<file path="src/common/spi_frame_pkg.sv">
package spi_frame_pkg;

  // One SPI transfer is a fixed number of bits, MSB first on both lines
  localparam int unsigned frame_bits = 8;

  // Two flag bits lead every frame, the rest is payload
  localparam int unsigned data_bits = frame_bits - 2;

  // Raw content of a shift register
  typedef logic [frame_bits-1:0] frame_t;

  // Host to minion frame as it arrives on mosi
  typedef struct packed {
    logic                 val_wrt;  // Host pushes data toward the system
    logic                 val_rd;   // Host asks for a word on the next reply
    logic [data_bits-1:0] data;
  } push_msg_t;

  // Minion to host frame as it leaves on miso
  typedef struct packed {
    logic                 val;  // Data holds a word popped from the system
    logic                 spc;  // Another write would be accepted
    logic [data_bits-1:0] data;
  } pull_msg_t;

endpackage

</file>
<file path="src/common/stream_pkg.sv">
package stream_pkg;

  // Payload on the recv and send streams matches the frame payload, so a
  // word moves between SPI and the system without packing or splitting
  typedef logic [spi_frame_pkg::data_bits-1:0] word_t;

  // Entries per direction
  // A depth of two lets the host write back to back while the system
  // takes one word out
  localparam int unsigned queue_depth = 2;

endpackage

</file>
<file path="src/design/msg_queue.sv">
`timescale 1ns/1ps

module msg_queue #(
  parameter int unsigned depth = stream_pkg::queue_depth
) (
  input  logic                   clk,
  input  logic                   rst_n,
  input  stream_pkg::word_t      recv_msg,
  input  logic                   recv_val,
  output logic                   recv_rdy,
  output stream_pkg::word_t      send_msg,
  output logic                   send_val,
  input  logic                   send_rdy,
  output logic [$clog2(depth):0] num_free
);

  // A depth of one still needs a one bit pointer
  localparam int unsigned ptr_bits = (depth > 1) ? $clog2(depth) : 1;
  localparam int unsigned cnt_bits = $clog2(depth) + 1;
  localparam logic [ptr_bits-1:0] last_ptr = ptr_bits'(depth - 1);
  localparam logic [cnt_bits-1:0] full_cnt = cnt_bits'(depth);

  stream_pkg::word_t   entries [depth];
  logic [ptr_bits-1:0] wr_ptr;
  logic [ptr_bits-1:0] rd_ptr;
  logic [cnt_bits-1:0] count;
  logic                do_enq;
  logic                do_deq;

  // Pointers wrap at depth, which need not be a power of two
  function automatic logic [ptr_bits-1:0] ptr_step(input logic [ptr_bits-1:0] ptr);
    return (ptr == last_ptr) ? '0 : ptr + 1'b1;
  endfunction

  assign recv_rdy = (count != full_cnt);
  assign send_val = (count != '0);
  assign do_enq   = recv_val & recv_rdy;
  assign do_deq   = send_val & send_rdy;
  assign send_msg = entries[rd_ptr];  // Head of the queue is always visible
  assign num_free = full_cnt - count;

  always_ff @(posedge clk) begin
    if (do_enq) begin
      entries[wr_ptr] <= recv_msg;
    end
  end

  always_ff @(posedge clk) begin
    if (!rst_n) begin
      wr_ptr <= '0;
      rd_ptr <= '0;
      count  <= '0;
    end else begin
      if (do_enq) wr_ptr <= ptr_step(wr_ptr);
      if (do_deq) rd_ptr <= ptr_step(rd_ptr);
      // Simultaneous push and pop leave the occupancy unchanged
      case ({do_enq, do_deq})
        2'b10:   count <= count + 1'b1;
        2'b01:   count <= count - 1'b1;
        default: count <= count;
      endcase
    end
  end

endmodule

</file>
<file path="src/design/spi_minion_top.sv">
`timescale 1ns/1ps

module spi_minion_top (
  input  logic              clk,
  input  logic              rst_n,
  input  logic              cs_n,
  input  logic              sclk,
  input  logic              mosi,
  output logic              miso,
  input  stream_pkg::word_t recv_msg,
  input  logic              recv_val,
  output logic              recv_rdy,
  output stream_pkg::word_t send_msg,
  output logic              send_val,
  input  logic              send_rdy,
  output logic              parity
);

  // Push and pull side of the frame, between shifter and adapter
  logic                     push_en;
  spi_frame_pkg::push_msg_t push_msg;
  logic                     pull_en;
  spi_frame_pkg::pull_msg_t pull_msg;

  spi_shifter u_shifter (
    .clk      (clk),
    .rst_n    (rst_n),
    .cs_n     (cs_n),
    .sclk     (sclk),
    .mosi     (mosi),
    .miso     (miso),
    .push_en  (push_en),
    .push_msg (push_msg),
    .pull_en  (pull_en),
    .pull_msg (pull_msg)
  );

  minion_adapter u_adapter (
    .clk      (clk),
    .rst_n    (rst_n),
    .push_en  (push_en),
    .push_msg (push_msg),
    .pull_en  (pull_en),
    .pull_msg (pull_msg),
    .recv_msg (recv_msg),
    .recv_val (recv_val),
    .recv_rdy (recv_rdy),
    .send_msg (send_msg),
    .send_val (send_val),
    .send_rdy (send_rdy),
    .parity   (parity)
  );

endmodule

</file>
<file path="src/minion_adapter/minion_adapter.sv">
`timescale 1ns/1ps

module minion_adapter (
  input  logic                     clk,
  input  logic                     rst_n,
  input  logic                     push_en,
  input  spi_frame_pkg::push_msg_t push_msg,
  input  logic                     pull_en,
  output spi_frame_pkg::pull_msg_t pull_msg,
  input  stream_pkg::word_t        recv_msg,
  input  logic                     recv_val,
  output logic                     recv_rdy,
  output stream_pkg::word_t        send_msg,
  output logic                     send_val,
  input  logic                     send_rdy,
  output logic                     parity
);

  logic                                     rd_req;  // val_rd of the last full frame
  stream_pkg::word_t                        cm_q_send_msg;
  logic                                     cm_q_send_val;
  logic                                     cm_q_send_rdy;
  logic [$clog2(stream_pkg::queue_depth):0] mc_q_num_free;
  logic                                     mc_q_recv_val;
  logic                                     mc_q_recv_rdy;
  logic                                     pop;

  // System to host direction
  msg_queue #(.depth(stream_pkg::queue_depth)) cm_q (
    .clk      (clk),
    .rst_n    (rst_n),
    .recv_msg (recv_msg),
    .recv_val (recv_val),
    .recv_rdy (recv_rdy),
    .send_msg (cm_q_send_msg),
    .send_val (cm_q_send_val),
    .send_rdy (cm_q_send_rdy),
    .num_free ()
  );

  // Host to system direction
  msg_queue #(.depth(stream_pkg::queue_depth)) mc_q (
    .clk      (clk),
    .rst_n    (rst_n),
    .recv_msg (push_msg.data),
    .recv_val (mc_q_recv_val),
    .recv_rdy (mc_q_recv_rdy),
    .send_msg (send_msg),
    .send_val (send_val),
    .send_rdy (send_rdy),
    .num_free (mc_q_num_free)
  );

  // The read flag arrives at the end of one frame and is served at the
  // start of the next one
  always_ff @(posedge clk) begin
    if (!rst_n) begin
      rd_req <= 1'b0;
    end else if (push_en) begin
      rd_req <= push_msg.val_rd;
    end else if (pull_en) begin
      rd_req <= 1'b0;  // One request yields at most one pop
    end
  end

  always_comb begin
    mc_q_recv_val = push_en & push_msg.val_wrt;  // Dropped by the queue when full
    cm_q_send_rdy = pull_en & rd_req;
    pop           = cm_q_send_rdy & cm_q_send_val;
    pull_msg.val  = pop;
    // Room must remain even after a write landing in this very cycle
    pull_msg.spc  = mc_q_recv_rdy & (~mc_q_recv_val | (mc_q_num_free > 1));
    pull_msg.data = cm_q_send_msg & {spi_frame_pkg::data_bits{pop}};
  end

  assign parity = (^send_msg) & send_val;  // Odd parity of the outgoing word

endmodule

</file>
<file path="src/spi_shifter/spi_shifter.sv">
`timescale 1ns/1ps

module spi_shifter (
  input  logic                     clk,
  input  logic                     rst_n,
  input  logic                     cs_n,
  input  logic                     sclk,
  input  logic                     mosi,
  output logic                     miso,
  output logic                     push_en,
  output spi_frame_pkg::push_msg_t push_msg,
  output logic                     pull_en,
  input  spi_frame_pkg::pull_msg_t pull_msg
);

  localparam int unsigned cnt_bits = $clog2(spi_frame_pkg::frame_bits);
  localparam logic [cnt_bits-1:0] last_bit = cnt_bits'(spi_frame_pkg::frame_bits - 1);

  typedef enum logic [1:0] {
    idle,
    shifting,
    done
  } state_t;

  state_t                  state;
  logic [2:0]              cs_n_sync;  // Bit 1 is the synchronized pin, bit 2 its last value
  logic [2:0]              sclk_sync;
  logic [1:0]              mosi_sync;
  logic                    cs_fall;
  logic                    cs_rise;
  logic                    sclk_rise;
  logic                    sclk_fall;
  logic [cnt_bits-1:0]     bit_cnt;
  spi_frame_pkg::frame_t   rx_shift;
  spi_frame_pkg::frame_t   tx_shift;

  // Pins start in their idle levels so reset release shows no false edge
  always_ff @(posedge clk) begin
    if (!rst_n) begin
      cs_n_sync <= '1;
      sclk_sync <= '0;
      mosi_sync <= '0;
    end else begin
      cs_n_sync <= {cs_n_sync[1:0], cs_n};
      sclk_sync <= {sclk_sync[1:0], sclk};
      mosi_sync <= {mosi_sync[0], mosi};
    end
  end

  assign cs_fall   = cs_n_sync[2] & ~cs_n_sync[1];
  assign cs_rise   = ~cs_n_sync[2] & cs_n_sync[1];
  assign sclk_rise = ~sclk_sync[2] & sclk_sync[1];
  assign sclk_fall = sclk_sync[2] & ~sclk_sync[1];

  // The adapter answers in the same cycle, so the reply is latched on this edge
  assign pull_en  = cs_fall & (state == idle);
  assign push_msg = spi_frame_pkg::push_msg_t'(rx_shift);
  assign miso     = tx_shift[spi_frame_pkg::frame_bits-1];

  always_ff @(posedge clk) begin
    if (!rst_n) begin
      state    <= idle;
      bit_cnt  <= '0;
      push_en  <= 1'b0;
      tx_shift <= '0;
    end else begin
      push_en <= 1'b0;
      case (state)
        idle: begin
          if (cs_fall) begin
            state    <= shifting;
            bit_cnt  <= '0;
            tx_shift <= pull_msg;
          end
        end
        shifting: begin
          if (cs_rise) begin
            state <= idle;  // Short frame is thrown away
          end else if (sclk_rise) begin
            bit_cnt <= bit_cnt + 1'b1;
            if (bit_cnt == last_bit) begin
              push_en <= 1'b1;
              state   <= done;
            end
          end else if (sclk_fall) begin
            // Mode 0 host samples on the rise, so the next bit goes out on the fall
            tx_shift <= {tx_shift[spi_frame_pkg::frame_bits-2:0], 1'b0};
          end
        end
        done: begin
          if (cs_rise) state <= idle;
        end
        default: state <= idle;
      endcase
    end
  end

  always_ff @(posedge clk) begin
    if (state == shifting && sclk_rise && !cs_rise) begin
      rx_shift <= {rx_shift[spi_frame_pkg::frame_bits-2:0], mosi_sync[1]};
    end
  end

endmodule

</file>
<file path="config.mk">
export PLATFORM = sky130hd
export DESIGN_NAME = spi_minion_top
export DESIGN_NICKNAME = d
export VERILOG_FILES = /design/src/common/spi_frame_pkg.sv /design/src/common/stream_pkg.sv /design/src/design/msg_queue.sv /design/src/design/spi_minion_top.sv /design/src/minion_adapter/minion_adapter.sv /design/src/spi_shifter/spi_shifter.sv
export SDC_FILE = /design/constraint.sdc
export NUM_CORES = 1
export LEC_CHECK = 0
export ABC_CLOCK_PERIOD_IN_PS = 2100
export BUFFER_PORTS_ARGS = -buffer_cell sky130_fd_sc_hd__buf_2
export CAP_MARGIN = 10
export CORE_MARGIN = 5
export CORE_UTILIZATION = 50
export CTS_BUF_LIST = sky130_fd_sc_hd__clkbuf_16
export CTS_CLUSTER_SIZE = 28
export DETAILED_ROUTE_END_ITERATION = 16
export PLACE_DENSITY = 0.8
export SYNTH_ARGS = -nofsm -noshare
export SYNTH_HDL_FRONTEND = slang
export SYNTH_HIERARCHICAL = 1
export SYNTH_SLANG_ARGS = --single-unit
</file>
<file path="constraint.sdc">
create_clock -name clk -period 2.1 [get_ports clk]
set_input_delay 0.105 -clock clk [delete_from_list [all_inputs] [get_ports clk]]
set_output_delay 0.105 -clock clk [all_outputs]
set_load 0.1 [all_outputs]
</file>
==> tab_implementation.tex <==
\begin{tabular}{lr}
\hline
Metric & Value \\
\hline
\multicolumn{2}{l}{\textbf{Layout}} \\
\quad Area growth syn-to-layout & 22.57\% \\
\quad Layout filler cell count & 384 \\
\quad Commonest cells after routing, fill and taps aside & dfxtp\_1 (32), edfxtp\_1 (32), buf\_2 (21), and2\_1 (21), nand2\_1 (15) \\
\quad Number of diodes & 0 \\
\quad Post-route insts no fill & 330 \\
\quad Fraction of final layout cells sized beyond drive strength 1 & 25.77\% \\
\quad Cell area after layout & 3343 um\^{}2 \\
\quad Final net count & 276 \\
\multicolumn{2}{l}{\textbf{Hold path}} \\
\quad Hold-critical path endpoint & u\_adapter/cm\_q/wr\_ptr\$\_SDFFE\_PN0P\_ \\
\quad Hold/Removal Path Class & primary input to register \\
\quad Startpoint of the most critical hold path & recv\_val \\
\quad Hold Path Depth & 4 \\
\multicolumn{2}{l}{\textbf{STA}} \\
\quad Number of endpoints failing setup at the final stage & 0 \\
\quad Post-route clock period utilization & 97.38\% \\
\quad Clock Skew & 0.006507 ns \\
\quad Summed negative setup slack over all endpoints & 0 ns \\
\quad FMAX & 489.0 MHz \\
\quad Worst slew pin tran & 0.6389 ns \\
\quad Number of pins exceeding their max-slew limit in the final report & 0 \\
\quad Final worst path period need & 2.045 ns \\
\quad Final hold vios & 0 \\
\quad Hold Worst Slack & 0.2624 ns \\
\quad Worst Slack Setup Final & 0.05501 ns \\
\quad Tightest slew margin relative to the limit & 57.40\% \\
\multicolumn{2}{l}{\textbf{Routing}} \\
\quad Via count of the routed design & 1687 \\
\quad Number of vias per cell & 5.112 \\
\quad Routed Antenna Nets & 0 \\
\quad DRC violation total after the first TritonRoute iteration & 112 \\
\quad Final routed wirelength across all metal layers & 4519 um \\
\quad Final routed wire length divided by cell count & 13.69 um \\
\quad DR pass1 iterations & 4 \\
\quad Drc violations & 0 \\
\multicolumn{2}{l}{\textbf{Die}} \\
\quad DIE HEIGHT & 83.86 um \\
\quad Core outline area & 5205 um\^{}2 \\
\quad IO Pins & 23 \\
\quad Width of the die & 83.86 um \\
\quad Die ar. & 7033 um\^{}2 \\
\quad Initial Utilization & 52.40\% \\
\quad FP Rows & 26 \\
\multicolumn{2}{l}{\textbf{Critical path}} \\
\quad Type of origin of the critical path & register \\
\quad Highest net fanout along the worst path & 6 \\
\quad Chain of cells forming the critical path & mux2\_4 -> xnor2\_2 -> xnor3\_1 -> and2\_4 -> buf\_12 \\
\quad FF-to-FF End & u\_adapter/cm\_q/count[1]\$\_SDFFE\_PN0P\_ \\
\quad Setup slack on the worst flop-to-flop path & 0.19 ns \\
\quad Cell at the slowest stage of the critical path & xnor3\_1 \\
\quad Launch point of the worst reg-to-reg path & u\_shifter/state[1]\$\_SDFFE\_PN0P\_ \\
\quad Critical path data arrival time & 1.94 ns \\
\quad Slowest cell delay on critical path & 0.42 ns \\
\quad Crit Path Class & register to output pin \\
\quad Kind of end point of the critical path & output pin \\
\quad Required time at the worst-slack endpoint & 2.00 ns \\
\quad Cells on worst reg2reg path & 6 \\
\multicolumn{2}{l}{\textbf{GRT}} \\
\quad Antenna violations before repair & 0 \\
\quad Via count of the first global-routing pass & 1705 \\
\quad Maximum number of pins on one net before global-route repair & 44 \\
\quad Total track usage & 14.02\% \\
\quad Global-route wire length before repair & 7665 um \\
\quad Overall overflow remaining after global route & 0 \\
\multicolumn{2}{l}{\textbf{Clock tree}} \\
\quad Clock latency on the worst-skew pair & 0.33 ns \\
\quad Clock Tree Buf Depth & 2 \\
\quad CTS root buffer & clkbuf\_16 \\
\quad Clock tree from TritonCTS & done \\
\quad Number of clock buffers inserted by TritonCTS & 9 \\
\quad Count of buffers added by post-CTS timing repair for setup & 0 \\
\quad CTS Sinks & 65 \\
\quad Clock transition at the registers of the reported paths & 0.05 ns \\
\quad H-tree depth & 3 \\
\multicolumn{2}{l}{\textbf{Power and ir drop}} \\
\quad Static Leak & 1.368 nW \\
\quad Cell Pwr Density & 877.5 nW/um\^{}2 \\
\quad Largest vdd supply drop & 0.6070 mV \\
\multicolumn{2}{l}{\textbf{Synth}} \\
\quad Cell Area, Synth & 2728 um\^{}2 \\
\quad Net count of the mapped netlist & 239 \\
\quad Warnings from Yosys & 6 \\
\quad Mapped Cells & 218 \\
\quad Per-instance average area after synthesis & 12.51 um\^{}2 \\
\multicolumn{2}{l}{\textbf{Run}} \\
\quad Max\_cap viols & 0 \\
\multicolumn{2}{l}{\textbf{Placed design}} \\
\quad Post-detail-place hpwl & 2895 um \\
\quad Pre-CTS worst setup slack & 0.2097 ns \\
\quad Routability congestion estimate & 0.7058 \\
\quad Cell Count Post-Placement & 305 \\
\quad Placed cell area & 2938 um\^{}2 \\
\quad Number of input and output port buffers inserted & 22 \\
\multicolumn{2}{l}{\textbf{Run status}} \\
\quad Outcome & finished clean \\
\hline
\end{tabular}
metrics by stage:
stage / utilization (%) / power [mW]
5_1_grt: 64.23 / 3.030
3_5_place_dp: 56.44 / 1.529
3_3_place_gp: 56.44 / 1.524
2_1_floorplan: - / 1.488
6_report: 64.23 / 2.934
4_1_cts: 63.80 / 2.957
report_power, final:
part	internal [mW]	switching, mW	total, mW
clock network	0.905	0.512	1.42
registers	1.36	0.0158	1.37
logic	0.0656	0.0769	0.142
worst max-delay path by stage:
stage | depth (start not counted) | endpoint | slack, ns
CTS | 5 | parity | 0.008
detailed placement | 6 | u_adapter/cm_q/count[1]$_SDFFE_PN0P_ | 0.21
floorplan | 5 | parity | 0.02
finish | 5 | parity | 0.06
global placement | 5 | parity | 0.29
global route | 5 | parity | -0.009
layer usage:
layer	GRT usage (%)	vias to the layer above	share of wire (%)	wire [um]
li1	-	833	-	-
met5	0	-	0	0
met3	5.528	16	4.6	206
met2	22.78	37	49	2234
met1	15.87	801	43	1964
met4	7.310	0	2.5	114
state kept, by name (all words and copies together), names as in the netlist, named ones only:
name                    cells
u_adapter/cm_q/entries     12
u_adapter/mc_q/entries     12
u_shifter/push_msg          8
u_shifter/tx_shift          8
u_shifter/bit_cnt           3
u_shifter/cs_n_sync         3
u_shifter/sclk_sync         3
u_adapter/cm_q/count        2
u_adapter/mc_q/count        2
u_shifter/mosi_sync         2
u_shifter/state             2
u_adapter/cm_q/rd_ptr       1
u_adapter/cm_q/wr_ptr       1
u_adapter/mc_q/rd_ptr       1
u_adapter/mc_q/wr_ptr       1
u_adapter/rd_req            1
u_shifter/push_en           1
critical path, delay by kind of cell (launching register included):
kind / cells / cell delay (ns)
xor gates and xnor gates: 2 / 0.57
and+or+nand+nor: 1 / 0.16
muxes: 1 / 0.33
DFF: 1 / 0.40
buffers and inverters: 1 / 0.16
repair_timing:
item | CTS | global route
endpoints found under the setup margin | 1 | 1
hold endpoints to repair | 15 | 0
resized for setup | 2 | 4
gates cloned | 0 | 0
pin swaps | 0 | 3
hold buffers | 9 | 0
layout make-up:
class,instances,area [um^2],share of cell area [%]
repair buffers,34,237.7,7.111
clock buffers,9,225.2,6.737
multi-input cells,133,1059,31.66
clock inverters,7,63.81,1.909
flip-flops and latches,65,1625,48.62
well taps,70,87.58,2.620
inverters,12,45.04,1.347
Note: power is estimated with default switching activity, not from simulation.
